==> src/id_stage_pkg.sv <==
package id_stage_pkg;

    parameter int xlen       = 32;
    parameter int reg_addr_w = 5;
    parameter int exccode_w  = 5;
    parameter int alu_op_w   = 12;

    // one-hot alu operation, bit positions
    parameter int alu_add  = 0;
    parameter int alu_sub  = 1;
    parameter int alu_slt  = 2;
    parameter int alu_sltu = 3;
    parameter int alu_and  = 4;
    parameter int alu_nor  = 5;
    parameter int alu_or   = 6;
    parameter int alu_xor  = 7;
    parameter int alu_sll  = 8;
    parameter int alu_srl  = 9;
    parameter int alu_sra  = 10;
    parameter int alu_lui  = 11; // imm into upper half

    parameter logic [exccode_w-1:0] exc_none = 5'd0;
    parameter logic [exccode_w-1:0] exc_sys  = 5'd8;
    parameter logic [exccode_w-1:0] exc_bp   = 5'd9;
    parameter logic [exccode_w-1:0] exc_ri   = 5'd10; // reserved instruction

    parameter logic [5:0] op_special = 6'h00;
    parameter logic [5:0] op_addiu   = 6'h09;
    parameter logic [5:0] op_andi    = 6'h0c;
    parameter logic [5:0] op_ori     = 6'h0d;
    parameter logic [5:0] op_xori    = 6'h0e;
    parameter logic [5:0] op_lui     = 6'h0f;
    parameter logic [5:0] op_lw      = 6'h23;
    parameter logic [5:0] op_sw      = 6'h2b;

    parameter logic [5:0] fn_sll     = 6'h00;
    parameter logic [5:0] fn_srl     = 6'h02;
    parameter logic [5:0] fn_sra     = 6'h03;
    parameter logic [5:0] fn_syscall = 6'h0c;
    parameter logic [5:0] fn_break   = 6'h0d;
    parameter logic [5:0] fn_addu    = 6'h21;
    parameter logic [5:0] fn_subu    = 6'h23;
    parameter logic [5:0] fn_and     = 6'h24;
    parameter logic [5:0] fn_or      = 6'h25;
    parameter logic [5:0] fn_xor     = 6'h26;
    parameter logic [5:0] fn_nor     = 6'h27;
    parameter logic [5:0] fn_slt     = 6'h2a;
    parameter logic [5:0] fn_sltu    = 6'h2b;

    typedef struct packed {
        logic [5:0]            op;
        logic [reg_addr_w-1:0] rs;
        logic [reg_addr_w-1:0] rt;
        logic [reg_addr_w-1:0] rd;
        logic [4:0]            sa;
        logic [5:0]            funct;
    } r_fields_t;

    typedef struct packed {
        logic [5:0]            op;
        logic [reg_addr_w-1:0] rs;
        logic [reg_addr_w-1:0] rt;
        logic [15:0]           imm;
    } i_fields_t;

    // same 32-bit word, read as R or I format
    typedef union packed {
        r_fields_t r;
        i_fields_t i;
    } inst_word_u;

endpackage

==> src/regfile.sv <==
`timescale 1ns/1ps

module regfile (
    input  logic                                clk,
    input  logic                                reset,
    input  logic [id_stage_pkg::reg_addr_w-1:0] raddr1,
    input  logic [id_stage_pkg::reg_addr_w-1:0] raddr2,
    input  logic                                we,
    input  logic [id_stage_pkg::reg_addr_w-1:0] waddr,
    input  logic [id_stage_pkg::xlen-1:0]       wdata,
    output logic [id_stage_pkg::xlen-1:0]       rdata1,
    output logic [id_stage_pkg::xlen-1:0]       rdata2
);

    logic [id_stage_pkg::xlen-1:0] rf [32];

    always_ff @(posedge clk) begin
        if (reset) begin
            for (int i = 0; i < 32; i++) begin
                rf[i] <= '0;
            end
        end else if (we && waddr != 5'd0) begin
            rf[waddr] <= wdata;
        end
    end

    // r0 hardwired to zero
    assign rdata1 = (raddr1 == 5'd0) ? '0 : rf[raddr1];
    assign rdata2 = (raddr2 == 5'd0) ? '0 : rf[raddr2];

endmodule

==> config.mk <==
export PLATFORM = sky130hd
export DESIGN_NAME = regfile
export DESIGN_NICKNAME = d
export VERILOG_FILES = /design/src/id_stage_pkg.sv /design/src/regfile.sv
export SDC_FILE = /design/constraint.sdc
export NUM_CORES = 2
export LEC_CHECK = 0
export ABC_AREA = 1
export BUFFER_PORTS_ARGS = -buffer_cell sky130_fd_sc_hd__buf_2
export CAP_MARGIN = 0
export CORE_MARGIN = 5
export CORE_UTILIZATION = 25
export DETAILED_ROUTE_END_ITERATION = 10
export GPL_ROUTABILITY_DRIVEN = 0
export HOLD_SLACK_MARGIN = 0.05
export PLACE_DENSITY_LB_ADDON = 0.12
export SLEW_MARGIN = 10
export SYNTH_ARGS = -nofsm -noshare
export SYNTH_HDL_FRONTEND = slang
export SYNTH_SLANG_ARGS = --single-unit
==> constraint.sdc <==
create_clock -name clk -period 4.25 [get_ports clk]
set_input_delay 0.2125 -clock clk [delete_from_list [all_inputs] [get_ports clk]]
set_output_delay 0.2125 -clock clk [all_outputs]
set_load 0.01 [all_outputs]
Yosys cells after proc, flatten, opt, wreduce, memory -nomap -nowiden --
Memory sizes are Yosys's and may differ from the RTL's. Cells that the tools add are included.
Word-level totals: register bits after elaboration 0, RAM bits 1024, output and inout bits 64, word-level logic and storage cells 16, memories 1
Cells by class: multiplexer cells 10, reductions and logical operators 5
Memory list:
- rf | depth 32, width 32, read ports 2, clocked after memory_dff 0, write ports 32, line regfile.sv:15 | logic [id_stage_pkg::xlen-1:0] rf [32];
Operators by type and width (number):
- two-way mux 32 bit | 3
- OR reduction 32 bit | 1
- zero test 5 bit | 2
- two-way mux 1 bit | 6
- two-way mux 5 bit | 1
- nonzero test 5 bit | 1
- logical AND 1 bit | 1

Logic depth before layout (Yosys ltp) --
depth after elaboration 7, gate-level depth with buffers 13

Worst setup path after synthesis --
No wires, ideal clock.
kind input -> register, start point input port waddr[3] (netlist bit), end point memory rf[10][0] (netlist bit), enable pin, library setup time 0.389 ns, arrival 1.841 ns, required time 3.861 ns, path slack 2.020 ns, stages 11, buffers on the path 1, path through inv_1 -> nand3_1 -> inv_1 -> nand2_1 -> nand3_1 -> inv_1 -> nand3_1 -> inv_1 -> nand2_1 -> buf_2 -> nand2_1
RTL lines:
- start: declaration | line regfile.sv:9 | input logic [id_stage_pkg::reg_addr_w-1:0] waddr,
- end: declaration | line regfile.sv:15

Final worst setup path --
start point input port raddr1[1] (netlist bit), end point output port rdata1[11] (netlist bit)
Between the ends: cells in the longest elaborated chain, start to end 2
RTL lines:
- start: declaration | line regfile.sv:6 | input logic [id_stage_pkg::reg_addr_w-1:0] raddr1,
- memory (32 x 32 bit) or zero test 5 bit (tied branches)
- two-way mux 32 bit (*) | line regfile.sv:28 | assign rdata1 = (raddr1 == 5'd0) ? '0 : rf[raddr1];
- end: declaration | line regfile.sv:11 | output logic [id_stage_pkg::xlen-1:0] rdata1,
Every way passes the cells marked *; elsewhere a longest branch is shown, timed or not.

==> reports/results.txt <==
Die Span Y - 485.5 um
DRT antenna net count - 0
number of global-route vias before repair - 50,206
Global Route Usage Sum - 22.74%
DIE AREA - 235,700 um^2
flip-flop count of the largest register after layout - 1,024
CTS Sinks - 1,024
critical path, cell by cell - buf_8 > buf_4 > nand3_1 > nand3_1 > nand2_1 > nand2_1 > nand2_1 > nor2_1 > nor2_1 > buf_2
count of warnings emitted by yosys - 0
Final Hold Viols - 0
Worst path slowest cell - buf_4
Mapped Cells - 7,252
Routed wire per std cell - 27.08 um
crit-path max cell delay - 0.84 ns
initial antenna violation count - 5
f_max - 306.9 MHz
share of the synthesized area in the top cell type - 54.40%
top flop regs - rf: 1024 flops
Detail Placement HPWL - 155,300 um
Worst Path Buf+Inv - 3
Slew @ Worst Pin - 1.235 ns
Clock power frac - 41.0%
Min-Delay Path Class - primary input to register
Biggest register - rf
final wirelength - 276,800 um
delay-heaviest family, CP - buffers and inverters
Crit Path Max Fanout - 53
CP Capture Point - rdata1[11]
CTS clock-pin slew for the worst setup and hold paths - 0.06 ns
Setup crit start - raddr1[1]
pin count of the biggest net entering global routing - 92
Top cell by count, worst path - nand2_1
ys async rst share - 0%
gr ovfl total - 0
Pre-antenna DRT Iters - 6
RSZ-0062 raised after global routing - no
Fin Setup TNS - 0 ns
maximum vdd ir drop - 0.3043 mV
CORE AREA - 224,900 um^2
vias - 52,266
cell taking the most area after synthesis - edfxtp_1
Crit. End Element - primary output
num rows - 174
hold depth - 3
Synth Cell Area - 56,530 um^2
layout cells sized above 1 - 7.901%
sequential area share after synthesis - 54.40%
root buf cell - clkbuf_16
Slew Limit Fails - 0
fillers - 23,821
Port Buffers - 113
power per standard cell area - 409.0 nW/um^2
EDFF count, synth - 1,024
CP Data Required Time - 4.04 ns
CP Launch Type - primary input
mean area per synthesized cell - 7.794 um^2
Total Nets Final - 7,180
Top FF cell, synth - edfxtp_1
clk buf depth - 3
Stages on worst setup path - 10
initial core utilization - 25.13%
# setup viols final - 0
Leak - 26.20 nW
fin crit share - 76.68%
share of power burned in registers - 44.9%
area growth from synthesis to layout - 15.11%
outcome - completed
CTS tree - done
Avg Vias per Cell - 5.113
number of I/O pins - 114
Int Pwr - 18.81 mW
switch share - 29.31%
Yosys cell types - 19
1st-iter DRT viols - 6,023
first-pass GRT wire length - 387,900 um
Synth area leaders - edfxtp_1, nand2_1, nor2_1
DRC viols - 0
Hold WS - 0.1193 ns
max-cap violations - 0
Post-synth top cells - nand2_1, nor2_1, edfxtp_1
min cycle time layout - 3.259 ns
NetSw - 7.799 mW
most common cell in the synthesized netlist - nand2_1
Slew headroom - 17.66%
critical path type - primary input to primary output
htree depth - 4
Comb pwr share - 14.1%
die width - 485.5 um
Yosys reg bits - 1,024
Finished Core Util - 28.93%
CP arrival - 3.05 ns
Num CTS Buffers - 132
cell usage in the layout (no fill, tap or decap), types with 105 or more instances in the layout:
cell	count
nand2_1	2020
edfxtp_1	1024
clkbuf_16	135
buf_4	144
o21ai_0	396
inv_1	136
a21oi_1	123
buf_2	105
nor2_1	1785
nand3_1	983
area by class of cell:
cell class                      instances  area [um^2]  area share (%)
Sequential cell                      1024        30750           47.26
Clock inverter                         64        520.5          0.8000
Tap cell                             2992         3744           5.754
Clock buffer                          167         3498           5.377
Multi-Input combinational cell       5476        22760           34.97
Inverter                              156        630.6          0.9692
Timing Repair Buffer                  340         3159           4.855
Antenna cell                            3        7.507         0.01154
metal layers:
| layer | up-vias | global-route usage, % | share of wire [%] |
|---|---|---|---|
| met1 | 25940 | 31.35 | 44 |
| met4 | 0 | 8.729 | 4.0 |
| met3 | 452 | 3.090 | 6.5 |
| li1 | 23532 | - | - |
| met5 | - | 0 | 0 |
| met2 | 2342 | 36.31 | 45 |
logic make-up after synthesis:
logic type | Yosys count | share of synthesized area [%]
AO/OA/AOI/OAI | 582 | 5.250
buffers and inverters | 783 | 5.857
flip-flops | 1024 | 54.40
other | 1 | 0.006634
AND/OR/NAND/NOR | 4862 | 34.49
per-stage QoR:
step / power (mW) / setup slack [ns] / std cells / instance area (um^2)
2_1_floorplan: 14.11 / 2.020 / 7283 / 56640
3_3_place_gp: 15.88 / 1.109 / 9964 / 60800
3_5_place_dp: 15.87 / 1.128 / 9964 / 60800
4_1_cts: 26.86 / 1.119 / 10219 / 65060
5_1_grt: 27.59 / 0.9815 / 10221 / 65060
6_report: 26.61 / 0.9911 / 10222 / 65070
what timing repair did:
action / 4_1_cts / 5_1_grt
setup buffers: 0 / 0
hold endpoints to repair: 580 / 0
hold buffers: 24 / 0
gates resized for setup: 0 / 0
worst min path at each step:
stage | end | slack, ns | from
global route | rf[21][18] | 0.11 | wdata[18]
floorplan | rf[1][31] | 0.45 | wdata[31]
detailed placement | rf[16][13] | 0.82 | wdata[13]
finish | rf[30][18] | 0.12 | wdata[18]
CTS | rf[2][25] | 0.05 | wdata[25]
global placement | rf[18][13] | 0.82 | wdata[13]
power groups by stage:
stage                     logic [mW]  clock network (mW)  registers [mW]
final                           3.75                10.9            12.0
after global routing            4.04                11.5            12.0
after CTS                       3.74                11.2            11.9
after detailed placement        3.71                   0            12.2
after global placement          3.72                   0            12.2
after floorplan                 2.03                   0            12.1
Note: power is estimated with default switching activity, not from simulation.
