### src/id_stage_pkg.sv
package id_stage_pkg;

    parameter int xlen       = 32;
    parameter int reg_addr_w = 5;
    parameter int exccode_w  = 5;
    parameter int alu_op_w   = 12;

    // one-hot alu operation, bit positions
    parameter int alu_add  = 0;
    parameter int alu_sub  = 1;
    parameter int alu_slt  = 2;
    parameter int alu_sltu = 3;
    parameter int alu_and  = 4;
    parameter int alu_nor  = 5;
    parameter int alu_or   = 6;
    parameter int alu_xor  = 7;
    parameter int alu_sll  = 8;
    parameter int alu_srl  = 9;
    parameter int alu_sra  = 10;
    parameter int alu_lui  = 11; // imm into upper half

    parameter logic [exccode_w-1:0] exc_none = 5'd0;
    parameter logic [exccode_w-1:0] exc_sys  = 5'd8;
    parameter logic [exccode_w-1:0] exc_bp   = 5'd9;
    parameter logic [exccode_w-1:0] exc_ri   = 5'd10; // reserved instruction

    parameter logic [5:0] op_special = 6'h00;
    parameter logic [5:0] op_addiu   = 6'h09;
    parameter logic [5:0] op_andi    = 6'h0c;
    parameter logic [5:0] op_ori     = 6'h0d;
    parameter logic [5:0] op_xori    = 6'h0e;
    parameter logic [5:0] op_lui     = 6'h0f;
    parameter logic [5:0] op_lw      = 6'h23;
    parameter logic [5:0] op_sw      = 6'h2b;

    parameter logic [5:0] fn_sll     = 6'h00;
    parameter logic [5:0] fn_srl     = 6'h02;
    parameter logic [5:0] fn_sra     = 6'h03;
    parameter logic [5:0] fn_syscall = 6'h0c;
    parameter logic [5:0] fn_break   = 6'h0d;
    parameter logic [5:0] fn_addu    = 6'h21;
    parameter logic [5:0] fn_subu    = 6'h23;
    parameter logic [5:0] fn_and     = 6'h24;
    parameter logic [5:0] fn_or      = 6'h25;
    parameter logic [5:0] fn_xor     = 6'h26;
    parameter logic [5:0] fn_nor     = 6'h27;
    parameter logic [5:0] fn_slt     = 6'h2a;
    parameter logic [5:0] fn_sltu    = 6'h2b;

    typedef struct packed {
        logic [5:0]            op;
        logic [reg_addr_w-1:0] rs;
        logic [reg_addr_w-1:0] rt;
        logic [reg_addr_w-1:0] rd;
        logic [4:0]            sa;
        logic [5:0]            funct;
    } r_fields_t;

    typedef struct packed {
        logic [5:0]            op;
        logic [reg_addr_w-1:0] rs;
        logic [reg_addr_w-1:0] rt;
        logic [15:0]           imm;
    } i_fields_t;

    // same 32-bit word, read as R or I format
    typedef union packed {
        r_fields_t r;
        i_fields_t i;
    } inst_word_u;

endpackage

### src/id_pipe_reg.sv
`timescale 1ns/1ps

module id_pipe_reg (
    input  logic                               clk,
    input  logic                               reset,
    input  logic                               flush,
    input  logic                               fs_to_ds_valid,
    input  logic                               es_allowin,
    input  logic                               stall,
    input  logic [id_stage_pkg::xlen-1:0]      fs_pc,
    input  id_stage_pkg::inst_word_u           fs_inst,
    input  logic                               fs_ex,
    input  logic [id_stage_pkg::exccode_w-1:0] fs_exccode,
    output logic                               ds_valid,
    output logic                               ds_allowin,
    output logic                               ds_to_es_valid,
    output logic [id_stage_pkg::xlen-1:0]      ds_pc,
    output id_stage_pkg::inst_word_u           ds_inst,
    output logic                               ds_fs_ex,
    output logic [id_stage_pkg::exccode_w-1:0] ds_fs_exccode
);

    assign ds_allowin     = !ds_valid || (!stall && es_allowin);
    assign ds_to_es_valid = ds_valid && !stall;

    always_ff @(posedge clk) begin
        if (reset || flush) begin
            ds_valid <= 1'b0; // flush wins over accept
        end else if (ds_allowin) begin
            ds_valid <= fs_to_ds_valid;
        end
    end

    always_ff @(posedge clk) begin
        if (reset || flush) begin
            ds_pc         <= '0;
            ds_inst       <= '0;
            ds_fs_ex      <= 1'b0;
            ds_fs_exccode <= '0;
        end else if (fs_to_ds_valid && ds_allowin) begin
            ds_pc         <= fs_pc;
            ds_inst       <= fs_inst;
            ds_fs_ex      <= fs_ex;
            ds_fs_exccode <= fs_exccode;
        end
    end

    // held instruction must not move while EXE or a hazard blocks it
    a_hold: assert property (@(posedge clk) disable iff (reset)
        (ds_valid && !ds_allowin && !flush) |=> $stable(ds_inst) && $stable(ds_pc))
        else $error("held instruction changed under back-pressure");

endmodule

### config.mk
export PLATFORM = sky130hd
export DESIGN_NAME = id_pipe_reg
export DESIGN_NICKNAME = d
export VERILOG_FILES = /design/src/id_stage_pkg.sv /design/src/id_pipe_reg.sv
export SDC_FILE = /design/constraint.sdc
export NUM_CORES = 1
export LEC_CHECK = 0
export ABC_AREA = 1
export CAP_MARGIN = 20
export CORE_ASPECT_RATIO = 1.1
export CORE_MARGIN = 2
export CORE_UTILIZATION = 40
export CTS_BUF_LIST = sky130_fd_sc_hd__clkbuf_2 sky130_fd_sc_hd__clkbuf_4 sky130_fd_sc_hd__clkbuf_8
export DETAILED_ROUTE_END_ITERATION = 16
export DONT_BUFFER_PORTS = 1
export SETUP_SLACK_MARGIN = 0.15
export SLEW_MARGIN = 20
export SYNTH_ARGS = -nofsm -noshare
export SYNTH_HDL_FRONTEND = slang
export SYNTH_SLANG_ARGS = --single-unit
### constraint.sdc
create_clock -name clk -period 1 [get_ports clk]
set_clock_uncertainty 0.1 [all_clocks]
set_input_delay 0.15 -clock clk [delete_from_list [all_inputs] [get_ports clk]]
set_output_delay 0.15 -clock clk [all_outputs]
set_load 0.02 [all_outputs]
# Yosys cells after proc, flatten, opt, wreduce, memory -nomap -nowiden
# Index checks and enable logic that the tools add are counted.
# W data, S select, Z words.
# classes
n_reduce_logical,7
# ops
op,n
$logic_and A1 B1 Y1,3
$logic_not A1 Y1,2
$logic_or A1 B1 Y1,2
# word_totals
elab_cells,12
in_bits,76
register_bits,71

# Logic depth before layout (Yosys ltp)
# Gate-level depths: netlist of the first run.
# logic_depth
ltp_word,4
depth_mapped,8

# Worst setup path before layout of the first run
# No wires, ideal clock.
# synth_timing
path_kind,reg-to-reg
from,register ds_valid
to,register ds_fs_ex
synth_period_minus_slack_ns,1.267
t_arrival_ns,1.052
path_buffers,2
setup_slack_ns,-0.267
path_stages_with_launch,6
cell_sequence,dfxtp_1 -> nand2_2 -> buf_6 -> buf_4 -> a21oi_1 -> nor2_1
# synth_via
elab_chain_len,3
# synth_rtl
item,line_no,text
"start, declared",id_pipe_reg.sv:14,"output logic ds_valid,"
"start signal, assigned",id_pipe_reg.sv:30,ds_valid <= fs_to_ds_valid;
$logic_not A1 Y1,id_pipe_reg.sv:23,assign ds_allowin = !ds_valid || (!stall && es_allowin);
$logic_or A1 B1 Y1,id_pipe_reg.sv:23,
$logic_and A1 B1 Y1,id_pipe_reg.sv:40,end else if (fs_to_ds_valid && ds_allowin) begin
"end signal, assigned",id_pipe_reg.sv:43,ds_fs_ex <= fs_ex;
"end, declared",id_pipe_reg.sv:19,"output logic ds_fs_ex,"
# No other way between the ends.
# A chain may end at the register's enable or synchronous reset.

# Worst setup path in the final report of the first run
# layout_timing
from,register ds_valid
to,register ds_pc[10] (netlist bit)
# layout_via
elab_chain_len,3
# layout_rtl
item,line_no,text
$logic_not A1 Y1,id_pipe_reg.sv:23,
$logic_or A1 B1 Y1,id_pipe_reg.sv:23,
$logic_and A1 B1 Y1,id_pipe_reg.sv:40,
"end signal, assigned",id_pipe_reg.sv:41,ds_pc <= fs_pc;
"end, declared",id_pipe_reg.sv:17,"output logic [id_stage_pkg::xlen-1:0] ds_pc,"
# No other way between the ends.

==> results of run 1 <==
synthesized netlist by cell type:
master	instances	area share
dfxtp_1	71	0.45
nor2_1	72	0.085
a21oi_1	71	0.11
inv_1	72	0.085
buf_6	4	0.014
nor3_1	1	0.0016
buf_2	23	0.036
buf_4	6	0.014
nand2_1	71	0.084
nand2_2	1	0.0020
nand3_1	70	0.11
clkbuf_1	5	0.0059
where the power goes:
| part | switching (uW) | internal (uW) |
|---|---|---|
| registers | 268 | 2870 |
| logic | 459 | 554 |
| clock network | 1070 | 1270 |
routing by layer:
metal  vias up  GRT usage
met4         0    0.06993
met3         9    0.05692
met2       103     0.3628
met5         -          0
li1       1490          -
met1      1406     0.2605
layout make-up:
class,instances,share of cell area
tap,108,0.02813
clock buffer,12,0.03178
inverter,72,0.05679
timing repair buffer,42,0.1678
clock inverter,4,0.009377
multi-input combinational,286,0.3563
sequential,71,0.3498
critical path, stage by stage (launching register included):
cell and delay, ps:
dfxtp_4 380, nand2_8 60, buf_12 150, buf_6 110, buf_6 120, clkbuf_16 150, a21oi_2 110, nor2_1 50
worst paths after layout:
check	from	to	slack, ps	cells after the start
hold reg to reg	ds_inst[25]	ds_inst[25]	420	2
hold / removal	fs_to_ds_valid	ds_inst[6]	-130	2
setup / recovery	ds_valid	ds_pc[10]	-340	7
setup reg to reg	ds_valid	ds_pc[10]	-340	7
stage by stage:
| stage | setup TNS, ps | setup slack (ps) |
|---|---|---|
| after floorplan | -6784 | -101.7 |
| after global placement | -5211 | -100.2 |
| after detailed placement | -6552 | -133.6 |
| after CTS | -17270 | -315.5 |
| after global routing | -23520 | -378.7 |
| final | -19500 | -339.3 |
logic make-up (layout without fill, tap and decap cells):
family / Yosys count / count (layout) / share of synthesized area
and+or+nand+nor: 215 / 215 / 0.2835
AOI/OAI and AO/OA: 71 / 71 / 0.1121
buffers and inverters: 110 / 130 / 0.1559
DFF: 71 / 71 / 0.4485
what timing repair did:
action,CTS,global route
resized for setup,237,23
pin swaps,6,14
gates cloned,12,5
endpoints found under the hold margin,71,71
setup buffers,9,3
setup endpoints to repair,144,144
registers in the layout (all words and copies together) (netlist names):
| name | count |
|---|---|
| ds_fs_exccode | 5 |
| ds_pc | 32 |
| ds_valid | 1 |
| ds_inst | 32 |
| ds_fs_ex | 1 |
==> flow_metrics.env, run 1 <==
export IMPL_worst_slack_ps=-339.3
export IMPL_min_period_ps=1339
export IMPL_ant_nets=0
export IMPL_final_common_cell="inv_1"
export IMPL_rows=34
export IMPL_power_uw=6482
export IMPL_final_cells=595
export IMPL_fin_area_sq_um=4803
export IMPL_setup_violations=76
export IMPL_synth_cells=467
export IMPL_routabilityCongestion=0.6973
export IMPL_dieHeight_microns=97.36
export IMPL_ctsHoldBuffers=2
export IMPL_powerDensity_nw_per_um2=1350
export IMPL_port_buffers=0
export IMPL_cp_end_kind="flop"
export IMPL_wl_met1_microns=3971
export IMPL_slew_headroom=0.8390
export IMPL_violations="negative hold slack, negative setup slack"
export IMPL_syn_to_final_growth_pct=51.56
export IMPL_dp_cells=548
export IMPL_vias=3008
export IMPL_nFillCells=674
export IMPL_hold_slack_ps=-134.9
export IMPL_synthesis_nets=543
export IMPL_fmax_mhz=746.7
export IMPL_worstMarginPinSlew_ps=240.9
export IMPL_critical_path_class="flop to flop"
export IMPL_placed_area_sq_um=3293
export IMPL_cts_buffers=9
export IMPL_wl_microns=9606
export IMPL_drive_gt1_frac=0.4456
export IMPL_drt_first_pass_iters=4
export IMPL_critPathMaxFanout=6
export IMPL_final_max_slew_viol_count=0
export IMPL_yosys_register_bits=71
export IMPL_wl_met3_microns=611
export IMPL_period_share=1.339
export IMPL_path_clk_slew_ps=70
export IMPL_die_area_sq_um=8652
export IMPL_dr_max_layer_used="met4"
export IMPL_hold_class="input pin to flop"
export IMPL_synth_seq_area_share=0.4485
export IMPL_drt_first_iter_violations=150
export IMPL_dp_hpwl_microns=4468
export IMPL_die_w_microns=88.87
export IMPL_gr_total_overflow=0
export IMPL_grt_max_degree=142
export IMPL_antenna_found_initial=0
export IMPL_syn_avg_cell_area_sq_um=6.786
export IMPL_required_ps=1140
export IMPL_grt_pass1_vias=2905
export IMPL_rsz0062_at_grt="true"
export IMPL_ioPinCount=149
export IMPL_seq_area_sq_um=1680
export IMPL_peakVddDrop_mv=1.043
export IMPL_start_util=0.4071
export IMPL_cts_tree="yes"
export IMPL_fin_util=0.6170
export IMPL_drcViolationCount=0
export IMPL_grt_pass1_wl_microns=14330
export IMPL_multi_input_area_sq_um=1712
export IMPL_htreeDepth=3
export IMPL_critPathLaunchType="flop"
export IMPL_routed_wl_met2_microns=4913
export IMPL_core_sq_um=7785
export IMPL_post_drt_wl_per_cell_microns=16.14
export IMPL_track_usage=0.2149
export IMPL_crit_arrival_ps=1470
export IMPL_clock_sinks=71
export IMPL_viasPerCell=5.055
export IMPL_nets=558
export IMPL_synthDistinctLibCells=12
export IMPL_num_antenna_cells=0
export IMPL_synth_warnings=0
export IMPL_hold_viol=69
export IMPL_max_cap_violations=0
export IMPL_clock_latency_ps=340
export IMPL_mostFrequentLayoutCells="inv_1, nand2_1, nor2_1, dfxtp_4, a21oi_2"
export IMPL_max_clock_path_buffers=2
export IMPL_cts_root_buf="clkbuf_8"
export IMPL_outcome="finished with violations"
export IMPL_p_leak_uw=0.002119
export IMPL_netlist_area_sq_um=3169
Note: power is estimated with default switching activity, not from simulation.
==> run 2, diff against run 1 <==
CORE_UTILIZATION = 30   (was 40)
==> flow_metrics.env, run 2 (synthesis gave the netlist of run 1 again) <==
export IMPL_dieHeight_microns=111.8
export IMPL_hold_slack_ps=-107.5
export IMPL_wl_microns=9222
export IMPL_grt_pass1_wl_microns=13250
export IMPL_ioPinCount=149
export IMPL_vias=3012
export IMPL_final_common_cell="inv_1"
export IMPL_drt_first_pass_iters=4
export IMPL_gr_total_overflow=0
export IMPL_fmax_mhz=767.2
export IMPL_required_ps=750
export IMPL_reg_top3="ds_inst: 32 flops, ds_pc: 32 flops, ds_fs_exccode: 5 flops"
export IMPL_cts_root_buf="clkbuf_8"
export IMPL_r2r_cells=6
export IMPL_nFillCells=976
export IMPL_clock_sinks=71
export IMPL_post_place_ws_ps=-168.8
export IMPL_cts_tree="yes"
export IMPL_routabilityCongestion=0.7036
export IMPL_critical_path_class="flop to output pin"
export IMPL_core_sq_um=10340
export IMPL_crit_arrival_ps=1050
export IMPL_grt_pass1_vias=2782
export IMPL_critPathMaxFanout=4
export IMPL_rows=39
export IMPL_holdPathStages=3
export IMPL_worst_slack_ps=-303.5
export IMPL_powerDensity_nw_per_um2=1337
export IMPL_period_share=1.304
export IMPL_path_cells="nand2_8 -> buf_12 -> buf_8"
export IMPL_p_leak_uw=0.002258
export IMPL_min_period_ps=1304
export IMPL_drive_gt1_frac=0.5090
export IMPL_final_max_slew_viol_count=0
export IMPL_tns_ps=-17800
export IMPL_critPathLaunchType="flop"
export IMPL_worstMarginPinSlew_ps=258.5
export IMPL_dp_hpwl_microns=4861
export IMPL_die_w_microns=102
export IMPL_cts_buffers=9
export IMPL_rsz0062_at_grt="true"
export IMPL_die_area_sq_um=11400
export IMPL_violations="negative hold slack, negative setup slack"
export IMPL_hold_viol=70
export IMPL_slew_headroom=0.8277
export IMPL_clock_latency_ps=340
export IMPL_drcViolationCount=0
export IMPL_hold_class="input pin to flop"
export IMPL_critPathMaxStageDelay_ps=380
export IMPL_path_clk_slew_ps=70
export IMPL_track_usage=0.1462
export IMPL_antenna_found_initial=0
export IMPL_nets=570
export IMPL_max_clock_path_buffers=2
export IMPL_cp_end_kind="output pin"
export IMPL_syn_to_final_growth_pct=61.71
export IMPL_viasPerCell=4.692
export IMPL_drt_first_iter_violations=70
export IMPL_htreeDepth=3
export IMPL_ant_nets=0
export IMPL_ctsHoldBuffers=2
export IMPL_num_antenna_cells=0
export IMPL_fin_area_sq_um=5125
export IMPL_grt_max_degree=142
export IMPL_outcome="finished with violations"
export IMPL_start_util=0.3064
export IMPL_max_cap_violations=0
export IMPL_port_buffers=0
export IMPL_peakVddDrop_mv=0.8272
export IMPL_setup_violations=81
export IMPL_placed_area_sq_um=3410
export IMPL_post_drt_wl_per_cell_microns=14.36
export IMPL_mostFrequentLayoutCells="inv_1, nor2_1, nand2_1"
export IMPL_crit_path_top_delay_cell="dfxtp_4"
-- run 2: cell types whose count changed in the layout (fill, tap and decap cells not counted), moves of 2 or more --
| cell | change |
|---|---|
| nand3_1 | -39 |
| nand3_2 | +37 |
| a21oi_1 | +18 |
| a21oi_2 | -12 |
| buf_6 | +7 |
| a21oi_4 | -6 |
| nand2_2 | +6 |
| dfxtp_2 | +5 |
| dfxtp_4 | -5 |
| nand2_1 | -5 |
| buf_8 | +4 |
| clkinv_2 | -2 |
| nand3_4 | +2 |
-- run 2: cell type report --
| class | instances | area [sq um] | share of cell area |
|---|---|---|---|
| clock buffers | 13 | 166.4 | 0.03247 |
| clock inverters | 3 | 65.06 | 0.01270 |
| inverters | 72 | 272.8 | 0.05322 |
| multi-input cells | 286 | 1809 | 0.3530 |
| flip-flops and latches | 71 | 1668 | 0.3254 |
| well taps | 143 | 178.9 | 0.03491 |
| repair buffers | 54 | 964.7 | 0.1882 |
-- run 2: worst max-delay path: cells and delay by family (launching register included) --
| kind | cells | cell delay [ps] |
|---|---|---|
| AND/OR/NAND/NOR | 1 | 80 |
| buffers and inverters | 2 | 260 |
| flip-flops | 1 | 380 |
-- run 2: worst paths after layout --
check,slack [ps],endpoint,startpoint
worst max register to register,-280,ds_inst[8],ds_valid
worst min register to register,370,ds_pc[31],ds_pc[31]
worst min-delay path,-110,ds_inst[15],fs_to_ds_valid
worst max-delay path,-300,ds_allowin,ds_valid
-- run 2: routing by layer --
layer,part of all wire,vias to the layer above,track usage
li1,-,1517,-
met1,0.41,1380,0.1610
met2,0.50,100,0.2509
met3,0.072,15,0.04708
met4,0.020,0,0.06933
met5,0,-,0
-- run 2: power by group --
part,internal [uW],switching (uW),total (uW)
clock,1590,1050,2650
sequential,2880,247,3120
combinational,595,489,1080
total,5070,1790,6850
-- run 2: what timing repair did --
item	4_1_cts	5_1_grt
pin swaps	7	30
endpoints found under the hold margin	71	71
resized for setup	203	82
endpoints found under the setup margin	144	144
setup buffers	10	7
gates cloned	10	6
-- run 2: stage by stage --
step           hold slack (ps)  cells  total power, uW  utilization
2_1_floorplan            117.1    467             3855            -
3_3_place_gp             119.7    591             3875       0.3296
3_5_place_dp             124.2    591             3898       0.3296
4_1_cts                 -153.4    629             6728       0.4418
5_1_grt                 -138.0    642             7209       0.4954
6_report                -107.5    642             6853       0.4954
